`src/axi_wm_consts.svh`:
```
`ifndef AXI_WM_CONSTS_SVH
`define AXI_WM_CONSTS_SVH

// AXI bus widths
`define AXI_WM_ADDR_W 32
`define AXI_WM_DATA_W 32
`define AXI_WM_STRB_W 4
`define AXI_WM_BYTE_IDX_W 2

// Width of the command byte count
`define AXI_WM_SIZE_W 32

// Full burst geometry, 256 beats of 4 bytes
`define AXI_WM_BURST_BEATS 256
`define AXI_WM_BURST_IDX_W 8
`define AXI_WM_BURST_BYTES 1024
`define AXI_WM_TXN_W 22

// Outstanding burst limit and buffering
`define AXI_WM_MAX_OUTSTANDING 32
`define AXI_WM_CREDIT_W 6
`define AXI_WM_FIFO_DEPTH 32

`endif

```
`src/axi_wm_pkg.sv`:
```
`include "axi_wm_consts.svh"

package axi_wm_pkg;

  // Bus payload types
  typedef logic [`AXI_WM_ADDR_W-1:0] addr_t;
  typedef logic [`AXI_WM_DATA_W-1:0] data_t;
  typedef logic [`AXI_WM_STRB_W-1:0] strb_t;

  // Beat index inside one burst, same encoding as AWLEN
  typedef logic [`AXI_WM_BURST_IDX_W-1:0] beat_idx_t;

  // Bursts left in the command, minus one
  typedef logic [`AXI_WM_TXN_W-1:0] txn_cnt_t;

  // Data channel run state
  typedef enum logic {
    W_IDLE,
    W_RUN
  } w_state_t;

endpackage

```
`src/wm_cmd_decode.sv`:
```
`timescale 1ns/1ps
`include "axi_wm_consts.svh"

module wm_cmd_decode (
  input  logic                          aclk,
  input  logic                          areset,
  input  logic                          ctrl_start,
  input  axi_wm_pkg::addr_t             ctrl_addr_offset,
  input  logic [`AXI_WM_SIZE_W-1:0]     ctrl_xfer_size_in_bytes,
  output logic                          start,
  output axi_wm_pkg::addr_t             base_addr,
  output axi_wm_pkg::txn_cnt_t          num_txn,
  output axi_wm_pkg::beat_idx_t         final_len,
  output axi_wm_pkg::strb_t             final_strb
);

  // Beat count width after dropping the byte-in-beat bits
  localparam int TOTAL_W = `AXI_WM_SIZE_W - `AXI_WM_BYTE_IDX_W;

  // Low address bits cleared by the 1 KiB alignment
  localparam axi_wm_pkg::addr_t ALIGN_MASK = axi_wm_pkg::addr_t'(`AXI_WM_BURST_BYTES - 1);

  logic                           ctrl_start_d1;
  logic [TOTAL_W-1:0]             total_len_r;
  logic [`AXI_WM_BYTE_IDX_W-1:0]  byte_rem_r;

  //////////////////////////////////////////////////
  // Command capture
  //////////////////////////////////////////////////

  // Start pulse runs two cycles behind the command
  always_ff @(posedge aclk) begin
    if (areset) begin
      ctrl_start_d1 <= 1'b0;
      start         <= 1'b0;
    end else begin
      ctrl_start_d1 <= ctrl_start;
      start         <= ctrl_start_d1;
    end
  end

  always_ff @(posedge aclk) begin
    if (ctrl_start) begin
      // Total beats minus one, a partial last beat counts as a full one
      if (|ctrl_xfer_size_in_bytes[`AXI_WM_BYTE_IDX_W-1:0]) begin
        total_len_r <= ctrl_xfer_size_in_bytes[`AXI_WM_SIZE_W-1:`AXI_WM_BYTE_IDX_W];
      end else begin
        total_len_r <= ctrl_xfer_size_in_bytes[`AXI_WM_SIZE_W-1:`AXI_WM_BYTE_IDX_W]
                       - TOTAL_W'(1);
      end
      // Bursts never cross a 1 KiB line
      base_addr  <= ctrl_addr_offset & ~ALIGN_MASK;
      // Index of the last valid byte in the final beat
      // A zero remainder wraps to all ones and keeps every byte
      byte_rem_r <= ctrl_xfer_size_in_bytes[`AXI_WM_BYTE_IDX_W-1:0]
                    - `AXI_WM_BYTE_IDX_W'(1);
    end
  end

  //////////////////////////////////////////////////
  // Derived burst values
  //////////////////////////////////////////////////

  // Updated together with the start pulse, held until the next command
  always_ff @(posedge aclk) begin
    if (ctrl_start_d1) begin
      // Upper bits count whole bursts, lower bits give the last AWLEN
      num_txn   <= total_len_r[`AXI_WM_BURST_IDX_W +: `AXI_WM_TXN_W];
      final_len <= total_len_r[`AXI_WM_BURST_IDX_W-1:0];
      // Low bytes up to the remainder
      for (int i = 0; i < `AXI_WM_STRB_W; i++) begin
        final_strb[i] <= (i <= int'(byte_rem_r));
      end
    end
  end

endmodule

```
`src/wm_data_fifo.sv`:
```
`timescale 1ns/1ps
`include "axi_wm_consts.svh"

module wm_data_fifo #(
  parameter int DEPTH = `AXI_WM_FIFO_DEPTH
) (
  input  logic               aclk,
  input  logic               areset,
  input  logic               wr_valid,
  input  axi_wm_pkg::data_t  wr_data,
  output logic               wr_ready,
  input  logic               rd_pop,
  output logic               rd_valid,
  output axi_wm_pkg::data_t  rd_data
);

  localparam int PTR_W = $clog2(DEPTH);

  axi_wm_pkg::data_t  mem [DEPTH];
  logic [PTR_W-1:0]   wr_ptr;
  logic [PTR_W-1:0]   rd_ptr;
  logic [PTR_W:0]     mem_cnt;
  logic               mem_empty;
  logic               push;
  logic               out_load;
  logic               mem_wr;
  logic               mem_rd;

  // Not full, also the stream ready
  assign wr_ready  = (mem_cnt != (PTR_W + 1)'(DEPTH));
  assign mem_empty = (mem_cnt == '0);
  assign push      = wr_valid & wr_ready;

  // Output slot is free this cycle or being emptied
  assign out_load = ~rd_valid | rd_pop;
  // Empty array and free slot, the word goes straight to the output
  assign mem_wr   = push & ~(out_load & mem_empty);
  assign mem_rd   = out_load & ~mem_empty;

  always_ff @(posedge aclk) begin
    if (mem_wr) begin
      mem[wr_ptr] <= wr_data;
    end
  end

  always_ff @(posedge aclk) begin
    if (areset) begin
      wr_ptr   <= '0;
      rd_ptr   <= '0;
      mem_cnt  <= '0;
      rd_valid <= 1'b0;
    end else begin
      if (mem_wr) begin
        wr_ptr <= (wr_ptr == PTR_W'(DEPTH - 1)) ? '0 : wr_ptr + PTR_W'(1);
      end
      if (mem_rd) begin
        rd_ptr <= (rd_ptr == PTR_W'(DEPTH - 1)) ? '0 : rd_ptr + PTR_W'(1);
      end
      case ({mem_wr, mem_rd})
        2'b10:   mem_cnt <= mem_cnt + (PTR_W + 1)'(1);
        2'b01:   mem_cnt <= mem_cnt - (PTR_W + 1)'(1);
        default: mem_cnt <= mem_cnt;
      endcase
      if (out_load) begin
        rd_valid <= ~mem_empty | push;
      end
    end
  end

  // Registered fall-through word
  always_ff @(posedge aclk) begin
    if (out_load) begin
      rd_data <= mem_empty ? wr_data : mem[rd_ptr];
    end
  end

endmodule

```
`src/wm_burst_issue.sv`:
```
`timescale 1ns/1ps
`include "axi_wm_consts.svh"

module wm_burst_issue (
  input  logic                   aclk,
  input  logic                   areset,
  input  logic                   start,
  input  axi_wm_pkg::addr_t      base_addr,
  input  axi_wm_pkg::txn_cnt_t   num_txn,
  input  axi_wm_pkg::beat_idx_t  final_len,
  input  axi_wm_pkg::strb_t      final_strb,
  input  logic                   fifo_valid,
  input  axi_wm_pkg::data_t      fifo_data,
  output logic                   fifo_pop,
  input  logic                   aw_stall,
  output logic                   aw_fire,
  output logic                   awvalid,
  input  logic                   awready,
  output axi_wm_pkg::addr_t      awaddr,
  output axi_wm_pkg::beat_idx_t  awlen,
  output logic                   wvalid,
  input  logic                   wready,
  output axi_wm_pkg::data_t      wdata,
  output axi_wm_pkg::strb_t      wstrb,
  output logic                   wlast
);

  // AWLEN of a full burst
  localparam axi_wm_pkg::beat_idx_t FULL_LEN =
    axi_wm_pkg::beat_idx_t'(`AXI_WM_BURST_BEATS - 1);

  axi_wm_pkg::w_state_t   w_state;
  logic                   wxfer;
  logic                   single_txn;
  logic                   w_final_txn;
  logic                   w_almost_final;
  logic                   w_final_xfer;
  axi_wm_pkg::beat_idx_t  beats_left;
  axi_wm_pkg::txn_cnt_t   w_txn_left;
  logic                   wfirst;
  logic                   wfirst_d1;
  logic                   wfirst_pulse;
  axi_wm_pkg::txn_cnt_t   aw_pending;
  logic                   aw_idle;
  axi_wm_pkg::txn_cnt_t   aw_txn_left;

  //////////////////////////////////////////////////
  // W channel
  //////////////////////////////////////////////////

  // Data only flows once the command has been decoded
  assign wvalid   = fifo_valid & (w_state == axi_wm_pkg::W_RUN);
  assign wdata    = fifo_data;
  assign wxfer    = wvalid & wready;
  assign fifo_pop = wxfer;

  assign single_txn     = (num_txn == '0);
  assign w_final_txn    = (w_txn_left == '0);
  assign w_almost_final = (w_txn_left == axi_wm_pkg::txn_cnt_t'(1));
  assign w_final_xfer   = wxfer & wlast & w_final_txn;

  // Beats counted down, last beat of the burst at zero
  assign wlast = (beats_left == '0);
  // Only the very last beat of the command can be partial
  assign wstrb = (wlast & w_final_txn) ? final_strb : '1;

  always_ff @(posedge aclk) begin
    if (areset) begin
      w_state <= axi_wm_pkg::W_IDLE;
    end else if (start) begin
      w_state <= axi_wm_pkg::W_RUN;
    end else if (w_final_xfer) begin
      w_state <= axi_wm_pkg::W_IDLE;
    end
  end

  // Beat-in-burst counter
  always_ff @(posedge aclk) begin
    if (areset) begin
      beats_left <= FULL_LEN;
    end else if (start) begin
      beats_left <= single_txn ? final_len : FULL_LEN;
    end else if (wxfer & wlast & w_almost_final) begin
      // Next burst is the short one
      beats_left <= final_len;
    end else if (wxfer) begin
      // Wraps from zero back to a full burst
      beats_left <= beats_left - axi_wm_pkg::beat_idx_t'(1);
    end
  end

  // Bursts left on the W side
  always_ff @(posedge aclk) begin
    if (areset) begin
      w_txn_left <= '0;
    end else if (start) begin
      w_txn_left <= num_txn;
    end else if (wxfer & wlast) begin
      w_txn_left <= w_txn_left - axi_wm_pkg::txn_cnt_t'(1);
    end
  end

  // First beat marker and its one-cycle pulse
  always_ff @(posedge aclk) begin
    if (areset) begin
      wfirst       <= 1'b1;
      wfirst_d1    <= 1'b0;
      wfirst_pulse <= 1'b0;
    end else begin
      if (wxfer) begin
        wfirst <= wlast;
      end
      wfirst_d1    <= wvalid & wfirst;
      wfirst_pulse <= wvalid & wfirst & ~wfirst_d1;
    end
  end

  //////////////////////////////////////////////////
  // AW channel
  //////////////////////////////////////////////////

  // Bursts with data on W that still wait for their address
  always_ff @(posedge aclk) begin
    if (areset) begin
      aw_pending <= '0;
    end else begin
      case ({wfirst_pulse, aw_fire})
        2'b10:   aw_pending <= aw_pending + axi_wm_pkg::txn_cnt_t'(1);
        2'b01:   aw_pending <= aw_pending - axi_wm_pkg::txn_cnt_t'(1);
        default: aw_pending <= aw_pending;
      endcase
    end
  end

  assign aw_idle = (aw_pending == '0);
  assign aw_fire = awvalid & awready;

  // Request needs pending data and a free credit, then holds until accepted
  always_ff @(posedge aclk) begin
    if (areset) begin
      awvalid <= 1'b0;
    end else if (~awvalid & ~aw_idle & ~aw_stall) begin
      awvalid <= 1'b1;
    end else if (awready) begin
      awvalid <= 1'b0;
    end
  end

  // Address steps one burst per accepted request
  always_ff @(posedge aclk) begin
    if (start) begin
      awaddr <= base_addr;
    end else if (aw_fire) begin
      awaddr <= awaddr + axi_wm_pkg::addr_t'(`AXI_WM_BURST_BYTES);
    end
  end

  // Bursts left on the AW side
  always_ff @(posedge aclk) begin
    if (areset) begin
      aw_txn_left <= '0;
    end else if (start) begin
      aw_txn_left <= num_txn;
    end else if (aw_fire) begin
      aw_txn_left <= aw_txn_left - axi_wm_pkg::txn_cnt_t'(1);
    end
  end

  assign awlen = (aw_txn_left == '0) ? final_len : FULL_LEN;

endmodule

```
`src/wm_resp_tracker.sv`:
```
`timescale 1ns/1ps
`include "axi_wm_consts.svh"

module wm_resp_tracker (
  input  logic                  aclk,
  input  logic                  areset,
  input  logic                  start,
  input  axi_wm_pkg::txn_cnt_t  num_txn,
  input  logic                  aw_fire,
  input  logic                  bvalid,
  output logic                  bready,
  output logic                  aw_stall,
  output logic                  ctrl_done
);

  logic                          bxfer;
  logic                          b_busy;
  axi_wm_pkg::txn_cnt_t          b_txn_left;
  logic                          b_final;
  logic [`AXI_WM_CREDIT_W-1:0]   credits;

  // Responses are always accepted
  assign bready  = 1'b1;
  assign bxfer   = bvalid & bready;
  assign b_final = (b_txn_left == '0);

  //////////////////////////////////////////////////
  // Completion
  //////////////////////////////////////////////////

  always_ff @(posedge aclk) begin
    if (areset) begin
      b_txn_left <= '0;
      b_busy     <= 1'b0;
      ctrl_done  <= 1'b0;
    end else begin
      if (start) begin
        b_txn_left <= num_txn;
      end else if (bxfer) begin
        b_txn_left <= b_txn_left - axi_wm_pkg::txn_cnt_t'(1);
      end
      // Busy from start to the last response
      if (start) begin
        b_busy <= 1'b1;
      end else if (bxfer & b_final) begin
        b_busy <= 1'b0;
      end
      // One cycle after the final response
      ctrl_done <= bxfer & b_final & b_busy;
    end
  end

  //////////////////////////////////////////////////
  // Outstanding burst credits
  //////////////////////////////////////////////////

  always_ff @(posedge aclk) begin
    if (areset) begin
      credits <= `AXI_WM_CREDIT_W'(`AXI_WM_MAX_OUTSTANDING);
    end else begin
      case ({aw_fire, bxfer})
        2'b10:   credits <= credits - `AXI_WM_CREDIT_W'(1);
        2'b01:   credits <= credits + `AXI_WM_CREDIT_W'(1);
        default: credits <= credits;
      endcase
    end
  end

  // No new address request once all credits are out
  assign aw_stall = (credits == '0);

endmodule

```
`src/axi_write_master.sv`:
```
`timescale 1ns/1ps
`include "axi_wm_consts.svh"

module axi_write_master (
  input  logic                          aclk,
  input  logic                          areset,
  // Command
  input  logic                          ctrl_start,
  output logic                          ctrl_done,
  input  axi_wm_pkg::addr_t             ctrl_addr_offset,
  input  logic [`AXI_WM_SIZE_W-1:0]     ctrl_xfer_size_in_bytes,
  // AW channel
  output logic                          awvalid,
  input  logic                          awready,
  output axi_wm_pkg::addr_t             awaddr,
  output axi_wm_pkg::beat_idx_t         awlen,
  // W channel
  output logic                          wvalid,
  input  logic                          wready,
  output axi_wm_pkg::data_t             wdata,
  output axi_wm_pkg::strb_t             wstrb,
  output logic                          wlast,
  // B channel
  input  logic                          bvalid,
  output logic                          bready,
  // Stream input
  input  logic                          s_axis_tvalid,
  output logic                          s_axis_tready,
  input  axi_wm_pkg::data_t             s_axis_tdata
);

  // Decoded command
  logic                   start;
  axi_wm_pkg::addr_t      base_addr;
  axi_wm_pkg::txn_cnt_t   num_txn;
  axi_wm_pkg::beat_idx_t  final_len;
  axi_wm_pkg::strb_t      final_strb;

  // FIFO read side
  logic                   fifo_valid;
  axi_wm_pkg::data_t      fifo_data;
  logic                   fifo_pop;

  // Credit handshake between issue and response stages
  logic                   aw_fire;
  logic                   aw_stall;

  wm_cmd_decode i_cmd_decode (
    .aclk                    (aclk),
    .areset                  (areset),
    .ctrl_start              (ctrl_start),
    .ctrl_addr_offset        (ctrl_addr_offset),
    .ctrl_xfer_size_in_bytes (ctrl_xfer_size_in_bytes),
    .start                   (start),
    .base_addr               (base_addr),
    .num_txn                 (num_txn),
    .final_len               (final_len),
    .final_strb              (final_strb)
  );

  wm_data_fifo #(
    .DEPTH (`AXI_WM_FIFO_DEPTH)
  ) i_data_fifo (
    .aclk     (aclk),
    .areset   (areset),
    .wr_valid (s_axis_tvalid),
    .wr_data  (s_axis_tdata),
    .wr_ready (s_axis_tready),
    .rd_pop   (fifo_pop),
    .rd_valid (fifo_valid),
    .rd_data  (fifo_data)
  );

  wm_burst_issue i_burst_issue (
    .aclk       (aclk),
    .areset     (areset),
    .start      (start),
    .base_addr  (base_addr),
    .num_txn    (num_txn),
    .final_len  (final_len),
    .final_strb (final_strb),
    .fifo_valid (fifo_valid),
    .fifo_data  (fifo_data),
    .fifo_pop   (fifo_pop),
    .aw_stall   (aw_stall),
    .aw_fire    (aw_fire),
    .awvalid    (awvalid),
    .awready    (awready),
    .awaddr     (awaddr),
    .awlen      (awlen),
    .wvalid     (wvalid),
    .wready     (wready),
    .wdata      (wdata),
    .wstrb      (wstrb),
    .wlast      (wlast)
  );

  wm_resp_tracker i_resp_tracker (
    .aclk      (aclk),
    .areset    (areset),
    .start     (start),
    .num_txn   (num_txn),
    .aw_fire   (aw_fire),
    .bvalid    (bvalid),
    .bready    (bready),
    .aw_stall  (aw_stall),
    .ctrl_done (ctrl_done)
  );

endmodule

```
`config.mk`:
```
export PLATFORM = sky130hd
export DESIGN_NAME = axi_write_master
export DESIGN_NICKNAME = d
export VERILOG_FILES = /design/src/axi_wm_pkg.sv /design/src/wm_cmd_decode.sv /design/src/wm_data_fifo.sv /design/src/wm_burst_issue.sv /design/src/wm_resp_tracker.sv /design/src/axi_write_master.sv
export VERILOG_INCLUDE_DIRS = /design/src
export SDC_FILE = /design/constraint.sdc
export NUM_CORES = 1
export LEC_CHECK = 0
export ABC_AREA = 1
export ABC_CLOCK_PERIOD_IN_PS = 8200
export BUFFER_PORTS_ARGS = -buffer_cell sky130_fd_sc_hd__buf_2
export CORE_MARGIN = 5
export CORE_UTILIZATION = 31
export DETAILED_ROUTE_END_ITERATION = 8
export PLACE_DENSITY = 0.43
export SYNTH_ARGS = -nofsm -noshare
export SYNTH_HDL_FRONTEND = slang
export SYNTH_HIERARCHICAL = 1
export SYNTH_SLANG_ARGS = --single-unit
```
`constraint.sdc`:
```
create_clock -name aclk -period 8.2 [get_ports aclk]
set_input_delay 2.05 -clock aclk [delete_from_list [all_inputs] [get_ports aclk]]
set_output_delay 2.05 -clock aclk [all_outputs]
set_load 0.01 [all_outputs]
```
# Word-level counts from Yosys, hierarchy flattened
# Memories as Yosys holds them, arrays and structs flattened. A register that Yosys moved wholly into a read port is not among the register bits.
# Cells that the tools add are included.
[word_totals] register_bits=279 ram_bits=1024 inputBits=103 output_inout_bits=82 word_cells=133 mem_count=1
[classes] addsub=15 order_cmp=3 n_eq_ne=10 n_mux=31 n_bitwise=26 n_reduce_logical=19
[memory_table] memory="i_data_fifo.mem" depth=32 width=32 read_ports=1 rd_clocked_by_memory_dff=1 wr=1 line="wm_data_fifo.sv:19" source="axi_wm_pkg::data_t mem [DEPTH];"
[op_table] cell="$mux 22" count=6
[op_table] cell="$logic_not 22->1" count=5
[op_table] cell="$mux 32" count=3
[op_table] cell="$sub 22x1->22 const B" count=4
[op_table] cell="$pmux 22 s2" count=1
[op_table] cell="$mux 8" count=5
[op_table] cell="$add 32x11->32 const B" count=1
[op_table] cell="$mux 30" count=1
[op_table] cell="$sub 30x1->30 const B" count=1
[op_table] cell="$pmux 6 s2" count=2
[op_table] cell="$add 22x1->22 const B" count=1
[op_table] cell="$eq 22x1->1 const B" count=1
[op_table] cell="$mux 5" count=4
[op_table] cell="$reduce_bool 2->1" count=9
[op_table] cell="$and 1x1->1" count=17
[op_table] cell="$add 6x1->6 const B" count=2
[op_table] cell="$logic_not 6->1" count=2
[op_table] cell="$sub 6x1->6 const B" count=2
[op_table] cell="$add 5x1->5 const B" count=2
[op_table] cell="$eq 5x5->1 const B" count=2
[op_table] cell="$logic_not 8->1" count=1
[op_table] cell="$mux 1" count=8
[op_table] cell="$sub 8x1->8 const B" count=1
[op_table] cell="$not 1->1" count=7
[op_table] cell="other kinds (10)" count=16

# Logic depth before layout (Yosys ltp)
# Gate-level depths: netlist of run 1.
[depth] word_depth=8 mapped_depth=21 ltp_nobuf=19

# By module
# The synthesis of run 1 kept the hierarchy.
[modules_own_cells] module="wm_data_fifo" n_inst=1 cells_per_inst=3059 area_per_inst_um2=42295.6 seq_area_each_um2=32150.8
[modules_own_cells] module="wm_burst_issue" n_inst=1 cells_per_inst=1285 area_per_inst_um2=8236.6 seq_area_each_um2=2542.4
[modules_own_cells] module="wm_cmd_decode" n_inst=1 cells_per_inst=295 area_per_inst_um2=3781.1 seq_area_each_um2=2652.5
[modules_own_cells] module="wm_resp_tracker" n_inst=1 cells_per_inst=292 area_per_inst_um2=2038.2 seq_area_each_um2=600.6

# Least setup slack after synthesis of run 1
# Ideal clock, no wire load.
[synth_path] kind="input -> register" startpoint="in wready" endpoint="mem i_data_fifo/mem[11][0] in the netlist's numbering (enable)" setup_time_ps=421 arrival_ps=5010 t_required_ps=7779 setup_slack_ps=2769 stages=7 n_path_buf=0 cell_sequence="nand2_1 inv_2 inv_1 nand2_1 a21oi_2 nand2_1 nor2_1"
[synth_between] elab_chain_cells=7
[synth_lines] item="from (decl)" line="axi_write_master.sv:19" source="input logic wready,"
[synth_lines] item="$and 1x1->1" line="wm_burst_issue.sv:54" source="assign wxfer = wvalid & wready;"
[synth_lines] item="net fifo_pop" line="axi_write_master.sv:42" source="logic fifo_pop;"
[synth_lines] item="$or 1x1->1" line="wm_data_fifo.sv:35" source="assign out_load = ~rd_valid | rd_pop;"
[synth_lines] item="net i_data_fifo.out_load" line="wm_data_fifo.sv:25" source="logic out_load;"
[synth_lines] item="$and 1x1->1" line="wm_data_fifo.sv:37" source="assign mem_wr = push & ~(out_load & mem_empty);"
[synth_lines] item="$not 1->1" line="wm_data_fifo.sv:37"
[synth_lines] item="$and 1x1->1" line="wm_data_fifo.sv:37"
[synth_lines] item="$mux 1" line="wm_data_fifo.sv:41" source="if (mem_wr) begin"
[synth_lines] item="$mux 1 (implied by the code)" line="wm_data_fifo.sv:42" source="mem[wr_ptr] <= wr_data;"
[synth_lines] item="to (decl)" line="wm_data_fifo.sv:19"
# The timed path passes the listed nets, and every way through them passes these cells.

# Worst setup path after layout of run 1
[layout_path] startpoint="reg i_burst_issue.aw_txn_left[1]" endpoint="out awlen[5]"
[layout_between] elab_chain_cells=2
[layout_lines] item="from (decl)" line="wm_burst_issue.sv:45" source="axi_wm_pkg::txn_cnt_t aw_txn_left;"
[layout_lines] item="from (signal assigned)" line="wm_burst_issue.sv:163" source="aw_txn_left <= num_txn;"
[layout_lines] item="from (signal assigned)" line="wm_burst_issue.sv:165" source="aw_txn_left <= aw_txn_left - axi_wm_pkg::txn_cnt_t'(1);"
[layout_lines] item="$logic_not 22->1" line="wm_burst_issue.sv:169" source="assign awlen = (aw_txn_left == '0) ? final_len : FULL_LEN;"
[layout_lines] item="$mux 8" line="wm_burst_issue.sv:169"
[layout_lines] item="to (decl)" line="axi_write_master.sv:16" source="output axi_wm_pkg::beat_idx_t awlen,"
# Every way passes these cells.

==> qor.yml, run 1 <==
floorplanning:
  rows: 156
  start_util: 0.312
  core_area_um2: 181000
  die_w_um: 436
  die_area_um2: 190000
  die_h_um: 436
  ios: 185
critical_path:
  worstRegToRegCells: 10
  worstPathRequired_ns: 6.15
  end_kind: "output pin"
  path_cells: "inv_1, ha_1, nand3_1, nor2_1, nand4_1, nor3_2, nand3_1, buf_2"
  critPathLaunchType: "flop"
  max_stage_delay_ns: 0.54
  r2r_end: "i_data_fifo/mem[13][15]"
  critical-path-top-cell-by-count: "nand3_1"
  cp_top_family: "simple AND/OR/NAND/NOR gates"
  cp_max_fo: 8
  critical_path_arrival_ns: 2.99
  cp_slowest_cell: "nor3_2"
  timing.rr.start: "i_burst_issue/w_state"
  worst-path-buf-inv: 2
  setup.worst_path.class: "reg2out"
  rrSetupSlack_ns: 4.36
drt:
  drc_errors: 0
  via_count: 37900
  drtIter0Drc: 3013
  drtAntennaViolNets: 0
  wl_per_cell_um: 22.6
  wl_um: 170000
  firstDrtPassIters: 7
  post_drt_via_cell_ratio: 5.04
hold_path:
  min_path_cells: 0
  hold_path_end: "i_cmd_decode/num_txn[19]"
  min_from: "i_cmd_decode/total_len_r[27]"
  hp-class: "reg2reg"
timing:
  min_period_ns: 5.04
  setup_viol: 0
  maxSlewHeadroom: 0.215
  max_freq_ghz: 0.199
  final_max_slew_viol_count: 0
  finalClockSkew_ns: 0.0575
  tightestPinTransition_ns: 1.17
  fin_setup_tns_ns: 0
  fin_crit_sh: 0.614
  grt_setup_unrepaired: "no"
  hold_viol: 0
placed_design:
  post_dp_cell_area_um2: 59300
  numPortBuffers: 172
  dpl.hpwl_um: 98000
  place.gp.congestion: 0.801
  dp_cells: 7226
flow_run:
  max_cap_violations: 0
cts:
  cts_htree_levels: 4
  cts_hold_buf: 0
  clk_latency_ns: 0.80
  cts_tree: "done"
  cts-resized-gates: 0
  cts.path.max_buffers: 3
  cts_root_buf: "clkbuf_16"
  post_cts_buffers: 0
  clkSinkCount: 1308
  cts.clk_slew.worst_paths_ns: 0.05
  cts_made_buffers: 152
synthesis:
  synth_cells: 4931
  synth_seq_cells: 1308
  yosysWarnings: 6
  ys_types: 61
  async_flop_share: 0
  synth_edf_count: 1175
  syn_area_um2: 56400
  synthFlopType: "edfxtp_1"
  yosysSeqAreaShare: 0.673
  syn_avg_cell_area_um2: 11.4
global_route:
  top_usage_layer: "met2"
  grt_pass1_wl_um: 250000
  use_met1: 0.230
  track_usage: 0.173
  grt_max_degree: 248
  first_global_vias: 36700
  grt_util_met3: 0.0282
  antenna_found_initial: 20
  grt_util_met2: 0.295
  gr-total-overflow: 0
pwr:
  power_uw: 18700
  clkPwrFrac: 0.353
  pwr-share-comb: 0.226
  powerDensity_nw_per_um2: 292
  vdd_drop_max_v: 0.000169
  internal-power_uw: 12600
  switching_share: 0.327
  seqPwrFrac: 0.422
  leakagePower_uw: 0.0221
  power.switching_uw: 6130
finish:
  finish.instance_area_um2: 64200
  final_nets: 5140
  final_cells: 7514
  drive_gt1_frac: 0.118
  syn_to_final_growth_pct: 13.9
  n_fill_cell: 17900
outcome:
  status: "complete, no violations"
## cells by family after synthesis
kind of cell               after synthesis  synth area share
AOI/OAI and AO/OA                     1166             0.124
buffers and inverters                  613            0.0507
and+or+nand+nor                       1730             0.133
DFF                                   1308             0.673
other                                    3          0.000200
xor gates and xnor gates                84            0.0131
adders and majority gates               27           0.00613
## flip-flops by register name, summed over array words and instances (netlist names), 6 cells and up, named ones only
name,flops
i_data_fifo/mem_cnt,6
i_cmd_decode/num_txn,22
i_resp_tracker/credits,6
i_burst_issue/w_txn_left,22
i_cmd_decode/base_addr,22
i_cmd_decode/final_len,8
i_burst_issue/awaddr,32
i_resp_tracker/b_txn_left,22
i_data_fifo/mem,1024
i_burst_issue/aw_pending,22
i_cmd_decode/total_len_r,30
i_data_fifo/rd_data,32
i_burst_issue/beats_left,8
i_burst_issue/aw_txn_left,22
## how the worst max path moves through the flow
stage / from / end / depth (start not counted) / slack (ns)
final: i_burst_issue/aw_txn_left[1] / awlen[5] / 8 / 3.16
after global routing: i_burst_issue/aw_txn_left[1] / awlen[5] / 8 / 2.95
after CTS: i_burst_issue/aw_txn_left[0] / awlen[5] / 8 / 3.12
after detailed placement: wready / i_data_fifo/mem[19][5] / 9 / 2.82
after global placement: wready / i_data_fifo/mem[19][3] / 9 / 2.81
after floorplan: wready / i_data_fifo/mem[11][0] / 7 / 2.77
## layout make-up
cell class	instances	area [um^2]	area share
diodes	6	15.0	0.000234
clock buffers	204	4090	0.0637
clock inverters	78	774	0.0121
inverters	292	1120	0.0175
multi-input cells	3019	15800	0.247
flip-flops and latches	1308	38000	0.592
well taps	2370	2970	0.0462
repair buffers	237	1400	0.0218
## synthesized netlist by cell type (all sizes together), types with 3 or more instances
cell | count | area share
edfxtp | 1175 | 0.63
nor2 | 801 | 0.058
o21ai | 612 | 0.054
nand2 | 587 | 0.041
inv | 291 | 0.020
nand3 | 245 | 0.023
clkbuf | 162 | 0.011
buf | 159 | 0.020
o211ai | 142 | 0.019
dfxtp | 133 | 0.047
o221ai | 128 | 0.020
o22ai | 128 | 0.014
a21oi | 92 | 0.0084
xor2 | 70 | 0.011
nor3 | 31 | 0.0034
nand4 | 29 | 0.0038
a31oi | 26 | 0.0029
ha | 26 | 0.0058
a22oi | 16 | 0.0021
nand3b | 16 | 0.0021
xnor2 | 14 | 0.0022
nor4 | 9 | 0.0010
o21bai | 7 | 0.0011
or2 | 7 | 0.00078
a21o | 4 | 0.00053
conb | 3 | 0.00020
o21a | 3 | 0.00040
o311ai | 3 | 0.00047
o31ai | 3 | 0.00040
## metal layers
layer  part of all wire  wire, um
met5            0.00016        27
met4              0.023      3970
met3              0.045      7580
met2               0.49     82600
met1               0.44     75400
## per-stage QoR
stage | util | hold slack, ns | worst slack [ns]
after floorplan | - | 0.375 | 2.77
after global placement | 0.328 | 0.384 | 2.81
after detailed placement | 0.328 | 0.388 | 2.82
after CTS | 0.355 | 0.392 | 3.12
after global routing | 0.355 | 0.404 | 2.95
final | 0.355 | 0.388 | 3.16
## power by group through the flow
stage / logic [uW] / clock network, uW / registers, uW
finish: 4230 / 6600 / 7900
global route: 4680 / 7080 / 7930
CTS: 4300 / 6810 / 7900
detailed placement: 4290 / 0 / 8040
global placement: 4290 / 0 / 8040
floorplan: 2900 / 0 / 7930
## placed cells by master, fill, tap and decap left out, drive strengths merged, types with 2 or more instances in the layout
cell type  count
o21a           3
o221ai       128
o22ai        128
clkinvlp       2
a22oi         16
xor2          70
nand4         29
dfxtp        133
a31oi         26
nand2        587
a21o           4
clkbuf       204
bufinv         8
inv          298
xnor2         14
o311ai         3
o21ai        612
nor4           9
nor2         801
ha            26
nand3        245
a21oi         92
conb          12
or2            7
nor3          31
nand3b        16
edfxtp      1175
diode          6
o211ai       142
clkinv        62
buf          237
o31ai          3
o21bai         7
Power figures use the tool's default switching activity.
==> run 2: changes to the inputs <==
--- a/config.mk
+++ b/config.mk
@@ -7,7 +7,7 @@
 export NUM_CORES = 1
 export LEC_CHECK = 0
 export ABC_AREA = 1
-export ABC_CLOCK_PERIOD_IN_PS = 8200
+export ABC_CLOCK_PERIOD_IN_PS = 5240
 export BUFFER_PORTS_ARGS = -buffer_cell sky130_fd_sc_hd__buf_2
 export CORE_MARGIN = 5
 export CORE_UTILIZATION = 31
==> constraint.sdc (replaced) <==
create_clock -name aclk -period 5.24 [get_ports aclk]
set_input_delay 1.31 -clock aclk [delete_from_list [all_inputs] [get_ports aclk]]
set_output_delay 1.31 -clock aclk [all_outputs]
set_load 0.01 [all_outputs]
==> run 2 against run 1 <==
  * Via count increased by 0.47%
  * Critical path type unchanged
  * Critical path depth unchanged
  * Core utilization grew 0.24 points
==> qor.yml, run 2 (same netlist as run 1, synthesis figures left out) <==
cts:
  clk_latency_ns: 0.78
  cts_made_buffers: 153
  cts_tree: "done"
  cts_hold_buf: 0
  cts_root_buf: "clkbuf_16"
  clkSinkCount: 1308
  cts.clk_slew.worst_paths_ns: 0.05
  post_cts_buffers: 0
  cts.path.max_buffers: 3
  cts-resized-gates: 0
  cts_htree_levels: 4
critical_path:
  setup.worst_path.class: "reg2out"
  worstPathRequired_ns: 3.93
  critPathLaunchType: "flop"
  rrSetupSlack_ns: 1.58
  worstRegToRegCells: 11
  r2r_end: "i_data_fifo/mem[4][30]"
  critical_path_arrival_ns: 2.85
  timing.rr.start: "i_data_fifo/rd_valid"
  cp_max_fo: 8
  end_kind: "output pin"
pwr:
  clkPwrFrac: 0.357
  vdd_drop_max_v: 0.000596
  powerDensity_nw_per_um2: 457
  pwr-share-comb: 0.223
  switching_share: 0.321
  seqPwrFrac: 0.420
  leakagePower_uw: 0.0223
  internal-power_uw: 20000
  power.switching_uw: 9470
timing:
  maxSlewHeadroom: 0.219
  fin_crit_sh: 0.793
  setup_viol: 0
  min_period_ns: 4.16
  finalClockSkew_ns: 0.0242
  max_freq_ghz: 0.241
  tightestPinTransition_ns: 1.17
  grt_setup_unrepaired: "no"
  final_max_slew_viol_count: 0
  hold_viol: 0
  holdWs_ns: 0.417
  fin_setup_tns_ns: 0
finish:
  mostFrequentLayoutCells: "edfxtp_1 (1175), nor2_1 (718), nand2_1 (564)"
  finish.instance_area_um2: 64600
  syn_to_final_growth_pct: 14.6
  max_flop_register: "i_data_fifo/mem"
  largest_registers: "i_data_fifo/mem: 1024 flops, i_burst_issue/awaddr: 32 flops, i_data_fifo/rd_data: 32 flops"
  drive_gt1_frac: 0.120
  final_nets: 5160
  largest_reg_flops: 1024
  n_fill_cell: 17900
  final_common_cell: "edfxtp_1"
drt:
  drtAntennaViolNets: 0
  drc_errors: 0
  wl_per_cell_um: 23.0
  wl_um: 173000
  firstDrtPassIters: 7
  drtIter0Drc: 2949
  post_drt_via_cell_ratio: 5.05
  via_count: 38000
placed_design:
  dpl.hpwl_um: 96900
  place.gp.congestion: 0.822
  numPortBuffers: 172
  post_dp_cell_area_um2: 59700
global_route:
  use_met1: 0.231
  grt_max_degree: 256
  grt_pass1_wl_um: 253000
  gr-total-overflow: 0
  grt_util_met3: 0.0307
  track_usage: 0.177
  antenna_found_initial: 25
  first_global_vias: 37400
  top_usage_layer: "met2"
  grt_util_met2: 0.304
hold_path:
  min_from: "i_cmd_decode/total_len_r[9]"
  hold_path_end: "i_cmd_decode/num_txn[1]"
  hp-class: "reg2reg"
  min_path_cells: 0
floorplanning:
  die_area_um2: 190000
  die_w_um: 436
  core_area_um2: 181000
  die_h_um: 436
  ios: 185
  rows: 156
  start_util: 0.312
flow_run:
  max_cap_violations: 0
outcome:
  status: "complete, no violations"
-- run 2: power by group through the flow --
stage	Combinational [uW]	Clock, uW	Sequential (uW)
finish	6570	10500	12400
global route	7310	11300	12500
CTS	6710	10800	12400
detailed placement	6690	0	12600
global placement	6690	0	12600
floorplan	4530	0	12400
-- run 2: how the worst max path moves through the flow --
stage                                             from                     end  slack (ns)  cells after the start
after floorplan                                 wready  i_data_fifo/mem[11][0]        0.55                      7
after global placement                          wready  i_data_fifo/mem[5][30]        0.77                     10
after detailed placement                        wready  i_data_fifo/mem[5][29]        0.78                     10
after CTS                 i_burst_issue/aw_txn_left[0]                awlen[5]        0.97                      8
after global routing      i_burst_issue/aw_txn_left[0]                awlen[5]        0.81                      8
final                     i_burst_issue/aw_txn_left[0]                awlen[3]        1.08                      8
-- run 2: layout make-up --
class                           count  area, um^2  area share
Inverter                          292        1120      0.0174
Clock buffer                      201        4120      0.0637
Antenna cell                        8        20.0    0.000310
Tap cell                         2370        2970      0.0459
Sequential cell                  1308       38000       0.588
Clock inverter                     73         774      0.0120
Timing Repair Buffer              256        1810      0.0280
Multi-Input combinational cell   3019       15800       0.245
-- run 2: metal layers --
metal	up-vias	share of wire
met3	265	0.046
met1	19000	0.44
met4	6	0.025
met5	-	0.00027
li1	17900	-
met2	854	0.49
-- run 2: worst max-delay path, cell delays in order, from the launching register on --
cell and delay (ns):
dfxtp_1 0.30, inv_1 0.09, ha_1 0.28, nand3_1 0.13, nor2_1 0.16, nand4_1 0.21
nor3_2 0.55, nand3b_1 0.16, buf_2 0.20
-- run 2: per-stage QoR --
step / util / setup slack, ns / power (uW) / instances
final: 0.357 / 1.08 / 29500 / 7527
after detailed placement: 0.330 / 0.778 / 19300 / 7245
after CTS: 0.357 / 0.971 / 30000 / 7519
after global routing: 0.357 / 0.813 / 31000 / 7521
after global placement: 0.330 / 0.772 / 19300 / 7245
after floorplan: - / 0.549 / 16900 / 4940
